[src/alu_pkg.sv]
package alu_pkg;

    // ----------------------------------------------------------------------
    // Widths
    // ----------------------------------------------------------------------
    localparam int XLEN    = 32;
    localparam int SHAMT_W = $clog2(XLEN);

    // LDPC lanes, one signed message per byte
    localparam int LANE_W       = 8;
    localparam int NUM_LANES    = XLEN / LANE_W;
    // Symmetric bound, -128 never comes out of the saturating ops
    localparam int LANE_SAT_MAX = 127;

    // Issue stage FSM encoding
    localparam logic [1:0] ISSUE_EMPTY    = 2'd0;
    localparam logic [1:0] ISSUE_HOLDING  = 2'd1;
    localparam logic [1:0] ISSUE_DRAINING = 2'd2;

    // ----------------------------------------------------------------------
    // Data types
    // ----------------------------------------------------------------------
    typedef logic [XLEN-1:0]          xlen_t;
    typedef logic signed [LANE_W-1:0] lane_t;

    typedef enum logic [4:0] {
        // Adder
        ADD,
        SUB,
        // Logic, the N forms take the inverted b
        ANDL,
        ORL,
        XORL,
        ANDN,
        ORN,
        XNOR,
        // Shifts
        SLL,
        SRL,
        SRA,
        // Set less than
        SLTS,
        SLTU,
        // Branch conditions
        EQ,
        NE,
        LTS,
        LTU,
        GES,
        GEU,
        // LDPC lane operations
        LDPC_MIN,
        LDPC_ABS,
        LDPC_ADD_SAT,
        LDPC_SUB_SAT,
        LDPC_MINMAX,
        LDPC_MIN_SORTING,
        LDPC_RSIGN_NMESS
    } alu_op_e;

    // Operand word, read whole by the integer unit or per lane by the LDPC unit
    typedef union packed {
        xlen_t                 word;
        lane_t [NUM_LANES-1:0] lanes;
    } alu_word_u;

endpackage

[src/alu_int_unit.sv]
module alu_int_unit (
    input  alu_pkg::alu_op_e op_i,
    input  alu_pkg::xlen_t   operand_a_i,
    input  alu_pkg::xlen_t   operand_b_i,
    output alu_pkg::xlen_t   result_o,
    output logic             branch_res_o
);
    import alu_pkg::*;

    logic  negate_b;
    xlen_t operand_b_neg;
    xlen_t adder_result;
    logic  adder_zero;
    logic  shift_left;
    logic  shift_arith;
    xlen_t operand_a_rev;
    xlen_t shift_op_a;
    xlen_t shift_right_result;
    xlen_t shift_left_result;
    logic  signed_cmp;
    logic  less;

    // ----------------------------------------------------------------------
    // Adder
    // ----------------------------------------------------------------------
    always_comb begin
        unique case (op_i)
            SUB, EQ, NE, ANDN, ORN, XNOR: negate_b = 1'b1;
            default:                      negate_b = 1'b0;
        endcase
    end

    // Inverted b is shared with the negated logic ops
    assign operand_b_neg = operand_b_i ^ {XLEN{negate_b}};
    assign adder_result  = operand_a_i + operand_b_neg + xlen_t'(negate_b);
    assign adder_zero    = ~|adder_result;

    // ----------------------------------------------------------------------
    // Shifter
    // ----------------------------------------------------------------------
    assign shift_left  = (op_i == SLL);
    assign shift_arith = (op_i == SRA);

    // Left shift is a right shift of the reversed word
    for (genvar k = 0; k < XLEN; k++) begin : gen_rev
        assign operand_a_rev[k]     = operand_a_i[XLEN-1-k];
        assign shift_left_result[k] = shift_right_result[XLEN-1-k];
    end

    assign shift_op_a = shift_left ? operand_a_rev : operand_a_i;

    // Fill bit is the sign only for SRA
    assign shift_right_result =
        xlen_t'($signed({shift_arith & shift_op_a[XLEN-1], shift_op_a})
                >>> operand_b_i[SHAMT_W-1:0]);

    // ----------------------------------------------------------------------
    // Comparator
    // ----------------------------------------------------------------------
    assign signed_cmp = (op_i == SLTS) | (op_i == LTS) | (op_i == GES);

    assign less = $signed({signed_cmp & operand_a_i[XLEN-1], operand_a_i}) <
                  $signed({signed_cmp & operand_b_i[XLEN-1], operand_b_i});

    always_comb begin
        unique case (op_i)
            EQ:       branch_res_o = adder_zero;
            NE:       branch_res_o = ~adder_zero;
            LTS, LTU: branch_res_o = less;
            GES, GEU: branch_res_o = ~less;
            default:  branch_res_o = 1'b1;
        endcase
    end

    // Result select, branch and LDPC ops give zero here
    always_comb begin
        unique case (op_i)
            ANDL, ANDN: result_o = operand_a_i & operand_b_neg;
            ORL, ORN:   result_o = operand_a_i | operand_b_neg;
            XORL, XNOR: result_o = operand_a_i ^ operand_b_neg;
            ADD, SUB:   result_o = adder_result;
            SLL:        result_o = shift_left_result;
            SRL, SRA:   result_o = shift_right_result;
            SLTS, SLTU: result_o = {{(XLEN-1){1'b0}}, less};
            default:    result_o = '0;
        endcase
    end

endmodule

[src/alu_ldpc_unit.sv]
module alu_ldpc_unit (
    input  alu_pkg::alu_op_e   op_i,
    input  alu_pkg::alu_word_u operand_a_i,
    input  alu_pkg::alu_word_u operand_b_i,
    input  alu_pkg::alu_word_u imm_i,
    output alu_pkg::xlen_t     result_o
);
    import alu_pkg::*;

    lane_t [NUM_LANES-1:0] r_min;
    lane_t [NUM_LANES-1:0] r_abs;
    lane_t [NUM_LANES-1:0] r_add_sat;
    lane_t [NUM_LANES-1:0] r_sub_sat;
    lane_t [NUM_LANES-1:0] r_minmax;
    lane_t [NUM_LANES-1:0] r_min_sort;
    lane_t [NUM_LANES-1:0] r_rsign;

    // Clamp a 9-bit lane result to +-LANE_SAT_MAX
    function automatic lane_t sat_lane(input logic signed [LANE_W:0] value);
        lane_t res;
        if (value > LANE_SAT_MAX) begin
            res = lane_t'(LANE_SAT_MAX);
        end else if (value < -LANE_SAT_MAX) begin
            res = lane_t'(-LANE_SAT_MAX);
        end else begin
            res = value[LANE_W-1:0];
        end
        return res;
    endfunction

    // ----------------------------------------------------------------------
    // Per lane arithmetic
    // ----------------------------------------------------------------------
    for (genvar i = 0; i < NUM_LANES; i++) begin : gen_lane
        lane_t                  a_l;
        lane_t                  b_l;
        lane_t                  imm_l;
        lane_t                  lane_max;
        lane_t                  a_pos;
        lane_t                  rsign_eval;
        logic signed [LANE_W:0] sum;
        logic signed [LANE_W:0] diff;
        logic                   a_ge_b;

        assign a_l   = operand_a_i.lanes[i];
        assign b_l   = operand_b_i.lanes[i];
        assign imm_l = imm_i.lanes[i];

        // One extra bit so the overflow is visible before clamping
        assign sum          = a_l + b_l;
        assign diff         = a_l - b_l;
        assign r_add_sat[i] = sat_lane(sum);
        assign r_sub_sat[i] = sat_lane(diff);

        assign a_ge_b   = (a_l >= b_l);
        assign lane_max = a_ge_b ? a_l : b_l;
        assign r_min[i] = a_ge_b ? b_l : a_l;

        // -128 wraps back to 0x80
        assign r_abs[i] = (a_l >= 0) ? a_l : -a_l;

        assign r_minmax[i]   = (imm_l >= lane_max) ? lane_max : imm_l;
        assign r_min_sort[i] = (a_l == b_l) ? imm_l : a_l;

        // Flip bit 0 of b when a is non-negative
        assign a_pos      = (a_l >= 0) ? lane_t'(1) : lane_t'(0);
        assign rsign_eval = b_l ^ a_pos;
        assign r_rsign[i] = (rsign_eval != 0) ? imm_l : -imm_l;
    end

    always_comb begin
        unique case (op_i)
            LDPC_MIN:         result_o = r_min;
            LDPC_ABS:         result_o = r_abs;
            LDPC_ADD_SAT:     result_o = r_add_sat;
            LDPC_SUB_SAT:     result_o = r_sub_sat;
            LDPC_MINMAX:      result_o = r_minmax;
            LDPC_MIN_SORTING: result_o = r_min_sort;
            LDPC_RSIGN_NMESS: result_o = r_rsign;
            default:          result_o = '0;
        endcase
    end

endmodule

[src/alu_issue_stage.sv]
module alu_issue_stage (
    input  logic               clk_i,
    input  logic               arst_n_i,
    // Request side
    input  logic               req_i,
    output logic               ack_o,
    input  alu_pkg::alu_op_e   op_i,
    input  alu_pkg::alu_word_u operand_a_i,
    input  alu_pkg::alu_word_u operand_b_i,
    input  alu_pkg::alu_word_u imm_i,
    // Towards the execute stage
    output logic               exec_req_o,
    input  logic               exec_ack_i,
    output alu_pkg::alu_op_e   op_o,
    output alu_pkg::alu_word_u operand_a_o,
    output alu_pkg::alu_word_u operand_b_o,
    output alu_pkg::alu_word_u imm_o
);
    import alu_pkg::*;

    logic [1:0] state_q;
    logic [1:0] state_d;
    logic       capture;

    // Room for a new item, also in the cycle the last hand-over ends
    assign capture = req_i & ~ack_o &
                     ((state_q == ISSUE_EMPTY) |
                      ((state_q == ISSUE_DRAINING) & ~exec_ack_i));

    // ----------------------------------------------------------------------
    // Hand-over FSM
    // ----------------------------------------------------------------------
    always_comb begin
        state_d = state_q;
        unique case (state_q)
            ISSUE_EMPTY: begin
                if (capture) begin
                    state_d = ISSUE_HOLDING;
                end
            end
            ISSUE_HOLDING: begin
                if (exec_ack_i) begin
                    state_d = ISSUE_DRAINING;
                end
            end
            ISSUE_DRAINING: begin
                if (!exec_ack_i) begin
                    state_d = capture ? ISSUE_HOLDING : ISSUE_EMPTY;
                end
            end
            default: state_d = ISSUE_EMPTY;
        endcase
    end

    always_ff @(posedge clk_i or negedge arst_n_i) begin
        if (!arst_n_i) begin
            state_q <= ISSUE_EMPTY;
            ack_o   <= 1'b0;
        end else begin
            state_q <= state_d;
            if (capture) begin
                ack_o <= 1'b1;
            end else if (ack_o && !req_i) begin
                ack_o <= 1'b0;
            end
        end
    end

    assign exec_req_o = (state_q == ISSUE_HOLDING);

    // Operation held until the execute stage takes it
    always_ff @(posedge clk_i) begin
        if (capture) begin
            op_o        <= op_i;
            operand_a_o <= operand_a_i;
            operand_b_o <= operand_b_i;
            imm_o       <= imm_i;
        end
    end

endmodule

[src/alu_execute_stage.sv]
module alu_execute_stage (
    input  logic               clk_i,
    input  logic               arst_n_i,
    // From the issue stage
    input  logic               exec_req_i,
    output logic               exec_ack_o,
    input  alu_pkg::alu_op_e   op_i,
    input  alu_pkg::alu_word_u operand_a_i,
    input  alu_pkg::alu_word_u operand_b_i,
    input  alu_pkg::alu_word_u imm_i,
    // Result side
    output logic               req_o,
    input  logic               ack_i,
    output alu_pkg::xlen_t     result_o,
    output logic               branch_res_o
);
    import alu_pkg::*;

    xlen_t int_result;
    logic  int_branch;
    xlen_t ldpc_result;
    logic  is_ldpc;
    logic  fire;

    alu_int_unit u_int_unit (
        .op_i         (op_i),
        .operand_a_i  (operand_a_i.word),
        .operand_b_i  (operand_b_i.word),
        .result_o     (int_result),
        .branch_res_o (int_branch)
    );

    alu_ldpc_unit u_ldpc_unit (
        .op_i        (op_i),
        .operand_a_i (operand_a_i),
        .operand_b_i (operand_b_i),
        .imm_i       (imm_i),
        .result_o    (ldpc_result)
    );

    always_comb begin
        unique case (op_i)
            LDPC_MIN, LDPC_ABS, LDPC_ADD_SAT, LDPC_SUB_SAT,
            LDPC_MINMAX, LDPC_MIN_SORTING, LDPC_RSIGN_NMESS: is_ldpc = 1'b1;
            default:                                         is_ldpc = 1'b0;
        endcase
    end

    // ----------------------------------------------------------------------
    // Handshakes
    // ----------------------------------------------------------------------
    // Output side is free only after ack_i has been seen low again
    assign fire = exec_req_i & ~exec_ack_o & ~req_o & ~ack_i;

    always_ff @(posedge clk_i or negedge arst_n_i) begin
        if (!arst_n_i) begin
            exec_ack_o <= 1'b0;
            req_o      <= 1'b0;
        end else begin
            if (fire) begin
                exec_ack_o <= 1'b1;
            end else if (exec_ack_o && !exec_req_i) begin
                exec_ack_o <= 1'b0;
            end
            if (fire) begin
                req_o <= 1'b1;
            end else if (req_o && ack_i) begin
                req_o <= 1'b0;
            end
        end
    end

    // Held stable while req_o is up
    always_ff @(posedge clk_i) begin
        if (fire) begin
            result_o     <= is_ldpc ? ldpc_result : int_result;
            branch_res_o <= int_branch;
        end
    end

endmodule

[src/alu_top.sv]
module alu_top (
    input  logic               clk_i,
    input  logic               arst_n_i,
    input  logic               req_i,
    output logic               ack_o,
    input  alu_pkg::alu_op_e   op_i,
    input  alu_pkg::alu_word_u operand_a_i,
    input  alu_pkg::alu_word_u operand_b_i,
    input  alu_pkg::alu_word_u imm_i,
    output logic               req_o,
    input  logic               ack_i,
    output alu_pkg::xlen_t     result_o,
    output logic               branch_res_o
);
    import alu_pkg::*;

    // Issue to execute link
    logic      exec_req;
    logic      exec_ack;
    alu_op_e   op;
    alu_word_u operand_a;
    alu_word_u operand_b;
    alu_word_u imm;

    alu_issue_stage u_issue (
        .clk_i       (clk_i),
        .arst_n_i    (arst_n_i),
        .req_i       (req_i),
        .ack_o       (ack_o),
        .op_i        (op_i),
        .operand_a_i (operand_a_i),
        .operand_b_i (operand_b_i),
        .imm_i       (imm_i),
        .exec_req_o  (exec_req),
        .exec_ack_i  (exec_ack),
        .op_o        (op),
        .operand_a_o (operand_a),
        .operand_b_o (operand_b),
        .imm_o       (imm)
    );

    alu_execute_stage u_execute (
        .clk_i        (clk_i),
        .arst_n_i     (arst_n_i),
        .exec_req_i   (exec_req),
        .exec_ack_o   (exec_ack),
        .op_i         (op),
        .operand_a_i  (operand_a),
        .operand_b_i  (operand_b),
        .imm_i        (imm),
        .req_o        (req_o),
        .ack_i        (ack_i),
        .result_o     (result_o),
        .branch_res_o (branch_res_o)
    );

endmodule

[config.mk]
export PLATFORM = sky130hd
export DESIGN_NAME = alu_top
export DESIGN_NICKNAME = d
export VERILOG_FILES = /design/src/alu_pkg.sv /design/src/alu_int_unit.sv /design/src/alu_ldpc_unit.sv /design/src/alu_issue_stage.sv /design/src/alu_execute_stage.sv /design/src/alu_top.sv
export SDC_FILE = /design/constraint.sdc
export NUM_CORES = 1
export LEC_CHECK = 0
export BUFFER_PORTS_ARGS = -buffer_cell sky130_fd_sc_hd__buf_2
export CAP_MARGIN = 20
export CORE_UTILIZATION = 40
export DETAILED_ROUTE_END_ITERATION = 10
export PLACE_DENSITY = 0.54
export SETUP_SLACK_MARGIN = 0.1
export SYNTH_ARGS = -nofsm -noshare
export SYNTH_HDL_FRONTEND = slang
export SYNTH_HIERARCHICAL = 1
export SYNTH_SLANG_ARGS = --single-unit
[constraint.sdc]
create_clock -name clk_i -period 10.5 [get_ports clk_i]
set_clock_uncertainty 0.15 [all_clocks]
set_input_delay 0.525 -clock clk_i [delete_from_list [all_inputs] [get_ports clk_i]]
set_output_delay 0.525 -clock clk_i [all_outputs]
set_load 0.05 [all_outputs]
Word-level counts from Yosys, hierarchy flattened
Cells that the tools add are included.
W data, S select, Z words.
{"block": "totals", "register_bits": 139, "input_bits": 105, "output_inout_bits": 35}
{"block": "classes", "addsub": 18, "magnitude_cmp": 29, "eq_ne": 34, "shift": 1, "mux": 62, "bitwise": 25, "n_reduce_logical": 27}
{"operator": "$pmux W32 S7", "n": 2}
{"operator": "$mux W8", "n": 40}
{"operator": "$reduce_bool A32 Y1", "n": 4}
{"operator": "$gt A9 B8 Y1 const B", "n": 8}
{"operator": "$lt A9 B8 Y1 const B", "n": 8}
{"operator": "$ge A8 B8 Y1", "n": 8}
{"operator": "$mux W32", "n": 2}
{"operator": "$neg A8 Y8", "n": 8}
{"operator": "$xor A32 B32 Y32", "n": 2}
{"operator": "$eq A5 B5 Y1 const B", "n": 10}
{"operator": "$eq A5 B4 Y1 const B", "n": 8}
{"operator": "$add A8 B8 Y9", "n": 4}
{"operator": "$sub A8 B8 Y9", "n": 4}
{"operator": "$lt A33 B33 Y1", "n": 1}
{"operator": "$sshr A33 B5 Y32", "n": 1}
{"operator": "$add A32 B1 Y32", "n": 1}
{"operator": "$add A32 B32 Y32", "n": 1}
{"operator": "$and A32 B32 Y32", "n": 1}
{"operator": "$eq A8 B8 Y1", "n": 4}
{"operator": "$ge A8 B1 Y1 const B", "n": 4}
{"operator": "$or A32 B32 Y32", "n": 1}
{"operator": "$reduce_or A32 Y1", "n": 1}
{"operator": "$xor A8 B2 Y8", "n": 4}
{"operator": "$eq A5 B3 Y1 const B", "n": 4}
{"operator": "other kinds (22)", "n": 65}

Longest topological paths before layout
{"block": "logic_depth", "word_depth": 9, "ltp_mapped": 21}

Hierarchy
Netlist, hierarchy kept.
{"module": "alu_ldpc_unit", "n_inst": 1, "cells_per_inst": 1336, "area_per_inst_um2": 8768.4}
{"module": "alu_int_unit", "n_inst": 1, "cells_per_inst": 1064, "area_per_inst_um2": 7299.5}
{"module": "alu_issue_stage", "n_inst": 1, "cells_per_inst": 113, "area_per_inst_um2": 3168.0}
{"module": "alu_execute_stage", "n_inst": 1, "cells_per_inst": 80, "area_per_inst_um2": 1522.7}

Worst setup path before layout
Ideal clock, no wire load.
{"block": "synth_timing", "kind": "register to register", "start": "register u_issue.op_o[1]", "end": "register u_execute.result_o[27], data pin", "setup_time_ps": 260, "arrival_ps": 4693, "required_time_ps": 10090, "setup_slack_ps": 5397, "stages_incl_launch_ff": 19, "path_buffers": 4, "synth_period_minus_slack_ps": 5103, "cell_sequence": "edfxtp_1 > buf_2 > a21bo_2 > a2111oi_4 > clkbuf_1 > xnor2_1 > inv_1 > ha_1 > clkbuf_1 > nand4_1 > nor4_1 > a221oi_1 > o31ai_1 > a31o_2 > buf_2 > or4_1 > and3_1 > a221o_1 > mux2_2"}
{"block": "synth_between", "elab_chain_cells": 8, "elab_cells_between_ends": 44}
{"element": "start, declared", "line": "alu_issue_stage.sv:14", "rtl": "output alu_pkg::alu_op_e op_o,"}
{"element": "start signal, assigned", "line": "alu_issue_stage.sv:74", "rtl": "op_o <= op_i;"}
{"element": "$eq A5 B1 Y1, or another cell as far along", "line": "alu_int_unit.sv:27, alu_int_unit.sv:77"}
{"element": "$reduce_or A6 Y1", "line": "alu_int_unit.sv:27", "rtl": "unique case (op_i)"}
{"element": "$mux W1", "line": "alu_int_unit.sv:27"}
{"element": "$xor A32 B32 Y32", "line": "alu_int_unit.sv:34", "rtl": "assign operand_b_neg = operand_b_i ^ {XLEN{negate_b}};"}
{"element": "$add A32 B32 Y32", "line": "alu_int_unit.sv:35", "rtl": "assign adder_result = operand_a_i + operand_b_neg + xlen_t'(negate_b);"}
{"element": "$add A32 B1 Y32", "line": "alu_int_unit.sv:35"}
{"element": "$pmux W32 S7 *", "line": "alu_int_unit.sv:77", "rtl": "unique case (op_i)"}
{"element": "named net u_execute.int_result[27]", "line": "alu_execute_stage.sv:19", "rtl": "xlen_t int_result;"}
{"element": "$mux W32 *", "line": "alu_execute_stage.sv:76", "rtl": "result_o <= is_ldpc ? ldpc_result : int_result;"}
{"element": "end signal, assigned", "line": "alu_execute_stage.sv:76"}
{"element": "end, declared", "line": "alu_execute_stage.sv:14", "rtl": "output alu_pkg::xlen_t result_o,"}
The timed path passes the listed nets; every way through them passes the cells marked *.
A chain may end at the register's enable or synchronous reset.

Worst setup path after layout
{"block": "layout_timing", "start": "register u_issue/operand_a_o[11] (netlist name)", "end": "register u_execute.result_o[8], data pin"}
{"block": "layout_between", "elab_chain_cells": 7, "elab_cells_between_ends": 28}
{"element": "start, declared", "line": "alu_issue_stage.sv:15", "rtl": "output alu_pkg::alu_word_u operand_a_o,"}
{"element": "start signal, assigned", "line": "alu_issue_stage.sv:75", "rtl": "operand_a_o <= operand_a_i;"}
{"element": "branches (longest 5 deep; another with $sub A8 B8 Y9)"}
{"element": "$pmux W32 S7 *", "line": "alu_ldpc_unit.sv:72", "rtl": "unique case (op_i)"}
{"element": "named net u_execute.ldpc_result[8]", "line": "alu_execute_stage.sv:21", "rtl": "xlen_t ldpc_result;"}
{"element": "$mux W32 *", "line": "alu_execute_stage.sv:76"}
Mark *: on every way through the listed nets, which the timed path passes.

==> impl_summary.md <==
Global route
The number of global-route vias before repair is 20,245. Entering global routing, the biggest net connects 54 pins. The overall track demand over capacity in global routing is a little under a third. The first-pass GRT wire length is ~130,000 microns. After global routing the overflow that remains totals 0.

The initial antenna violation count is 3.

Setup path
Measured in cells, the most critical reg-to-reg path has a length of 16. The start of the worst register-to-register path is u_issue/operand_a_o[11]. STA puts the critical path data required time at 10,590 ps. The critical path goes through ha_1, nand4_1, a211oi_1, o31a_1, mux2_1, ha_1, nor2b_1, o21ai_0, a21oi_1, a31oi_1, buf_4, nor2_1, a21oi_1, nor2_1, or4b_1, mux2_2. The register-to-register setup slack is approximately 4400 ps. At the worst endpoint, the arrival time is around 6200 ps.

The worst setup path is launched from a flip-flop. On the worst path, the slowest cell contributes a delay of just over 900 ps. The category of the most critical setup path is reg2reg. The capture instance of the worst register-to-register path is u_execute/result_o[8]. The largest individual stage delay along the critical path comes from the cell sky130_fd_sc_hd__o31a_1.

Together, buffers and inverters on the worst path number 1. The maximum fanout count along the critical path is 19. In this design, the largest share of critical-path delay is due to compound AO/OA/AOI/OAI gates. STA classifies the critical path endpoint as a flip-flop.

Placed design
The congestion estimate from routability-driven global placement came to 1.00. Detailed placement ended at an HPWL of 65,300 microns. The cell count after placement is 3,312. The post-detailed-placement cell area is 22,100 sq um. The number of buffer cells added on primary ports is 139. The setup slack at placement is 4520 ps.

Synth
The warning count from the yosys run is 6. The most instantiated flip-flop cell in the synthesis netlist is sky130_fd_sc_hd__edfxtp_1. After synthesis, the share of flip-flops with an asynchronous set or reset is 3.60%.

Summed over all instances, the cell type with the most area after synthesis is sky130_fd_sc_hd__edfxtp_1. The xor and xnor area share after synthesis is 4.38%. In this run the mean area of a mapped cell was 8.01 sq um. Summing the areas of all and, or, nand and nor instances in the mapped netlist gives 20.0% of the synthesized area. The register area share after synthesis is between 10% and 20%. The post-synthesis share of cell area spent on full adders, half adders and majority gates is a little over an eighth. In the synthesized netlist, mux cells make up 9.44% of the area. By area the synthesized netlist is led by sky130_fd_sc_hd__edfxtp_1, sky130_fd_sc_hd__ha_1, sky130_fd_sc_hd__a21oi_1, sky130_fd_sc_hd__mux2i_1, sky130_fd_sc_hd__o21ai_0.

Counting every instance in the synthesized netlist gives between 2,000 and 3,000. The register bit count reported by yosys is around 140. The largest family of logic cells by synthesized area is compound AO/OA/AOI/OAI gates.

Summing the areas of all compound-gate instances in the mapped netlist gives about a quarter of the synthesized area. The number of nets in the synthesized netlist is 2,908. The netlist area before placement is 20,800 sq um. The portion of synthesized cell area occupied by the leading cell type is 19.4%. The count of cell types in the netlist is 113. The number of enable flip-flop cells after synthesis is 134.

Timing
The final number of max-transition violations is 0. The post-route fraction of the period consumed by the critical path is 58.5%. Setup violations remaining at the end of the flow were counted as 0. The headroom to the max-slew limit is approximately a quarter. The setup TNS after final layout is 0 ps. The final hold violation count was 0. After layout, the worst setup slack is 4360 ps. The timing-limited maximum frequency is 163 MHz. Setup repair after global routing left no endpoint under its margin. The worst hold slack is between 40 and 50 ps.

The actual slew at the worst max-slew pin is about 1100 ps. The routed design could run at a clock period as short as 6140 ps.

Power and ir drop
The standby leakage power is about 9.5 nW. Dividing total power by cell area gives a power density of between 200 and 250 nW/um^2. The design draws just under 5 mW. The worst-case IR drop observed on VDD is roughly 0.00016 V.

Floorplanning
The count of pins on the block boundary is 140. The die covers approximately 53,000 sq um. The die height is 230 microns.

The die extent in x is 230 microns. The number of rows created at floorplan is 83. The area inside the core boundary is 51,300 sq um.

The starting density of the core is 40.5%.

Layout
Once layout is complete, the utilization of the core stands at 44.2%. The number of non-filler instances in the completed layout is around 3,300. In the layout the commonest cells are sky130_fd_sc_hd__a21oi_1, sky130_fd_sc_hd__ha_1, sky130_fd_sc_hd__nand2_1. For this run, the post-layout net count is 2,968. The finished cells cover about 23,000 sq um. Relative to the synthesized area, the layout overhead comes to 9.30%. Of the cells placed in the final design, the portion with a size suffix greater than 1 is 12.9%. Summing all flip-flop and latch instances after layout gives 4150 sq um. The area used by multi-input combinational logic is between 15,000 and 20,000 sq um. Leaving out fill and tap cells, the most frequent cell in the layout is sky130_fd_sc_hd__a21oi_1. The number of antenna diodes in the final layout is 0. Fill cells in the final layout number 5,237.

Detailed routing
The number of vias after detailed routing is 21,630. The count of nets left with antenna violations after detail routing is 0. The first detailed-routing pass took 6 iterations. For this run, design rule violations remaining after detail routing come to 0. After detailed routing, the average wire length per cell comes to ~25 microns.

The total wire length after detailed routing is 84,800 microns. The violation count after the first detailed-route iteration is roughly 2,800. The detail-routed via count per cell is ~6.5.

Clocking
The clock-pin transition on the worst setup and hold timing paths is ~80 ps. The worst-case clock buffer depth is 2. The tree is rooted in a sky130_fd_sc_hd__clkbuf_16. The CTS sink count is 139. The CTS tree is done. The later pin in the worst-skew pair is clocked with a latency of 500 ps. TritonCTS created 17 clock buffers.

The H-tree depth is 4. In this run, post-CTS repair resized a total of 0 instances. The post-CTS setup-driven buffer insertion count is 0.

Worst hold path
The cell count of the worst hold path is 2. The worst min-delay path class is in2reg. The destination of the worst hold path is u_execute/req_o. The source of the worst hold timing path is ack_i.

Job
The tool flagged a number of max-cap violations equal to 0.

Run status
The run finished with clean final reports.
==> worst max path at each step <==
stage                                       start                endpoint  slack (ps)  cells past startpoint
after floorplan                   u_issue/op_o[1]  u_execute/result_o[27]        5400                     18
after global placement    u_issue/operand_a_o[11]   u_execute/result_o[8]        4480                     16
after detailed placement  u_issue/operand_a_o[11]   u_execute/result_o[8]        4520                     16
after CTS                 u_issue/operand_a_o[11]   u_execute/result_o[8]        4480                     16
after global routing              u_issue/op_o[2]  u_execute/branch_res_o        4050                     16
final                     u_issue/operand_a_o[11]   u_execute/result_o[8]        4360                     16
==> kinds of logic after synthesis <==
family	Yosys count
simple gates	820
compound gates	812
buf+inv	346
fa+ha+maj	211
mux	162
flops	139
xor+xnor	103
==> final cells by class <==
type / count / share of cell area, %
Clock inverter: 15 / 0.811
Clock buffer: 17 / 1.87
Timing Repair Buffer: 193 / 4.91
Multi-Input combinational cell: 2108 / 67.2
Inverter: 194 / 3.21
Sequential cell: 139 / 18.3
Tap cell: 680 / 3.75
==> state kept, by name, indices dropped and copies added (netlist names), 2 cells and up <==
signal / cells
u_execute/result_o: 32
u_issue/imm_o: 32
u_issue/operand_a_o: 32
u_issue/operand_b_o: 32
u_issue/op_o: 5
u_issue/state_q: 2
==> Yosys cell counts (all sizes together), types with 13 or more instances <==
master   number
a21oi       224
ha          201
inv         193
nor2        193
nand2       192
o21ai       190
edfxtp      134
clkbuf      102
mux2i        99
nand3        84
nor3         75
xnor2        66
buf          50
a211oi       48
mux2         41
o211ai       41
xor2         37
a221oi       34
and3         34
nand2b       34
nor2b        34
a221o        28
a21o         27
nor4         27
or3          26
nand4        24
a31oi        23
mux4         22
o21a         20
o31ai        19
nand3b       18
nor3b        16
a211o        14
a22oi        13
and2         13
o2111ai      13
==> routing by layer <==
metal  vias up  share of wire [%]  GRT usage, %
li1       9857                  -             -
met1     10410                 42          40.8
met2      1133                 45          50.4
met3       226                8.3          5.46
met4         4                4.5          14.7
met5         -              0.031             0
==> repair_timing <==
action,CTS,global route
hold buffers,1,0
endpoints found under the hold margin,5,0
setup endpoints to repair,0,0
==> report_power, final <==
part           switching [mW]  internal [mW]  total, mW
sequential              0.141          0.762      0.903
combinational            2.15           1.15       3.30
clock                   0.314          0.322      0.636
total                    2.60           2.23       4.83
No activity file was read; power rests on OpenSTA's default activity.
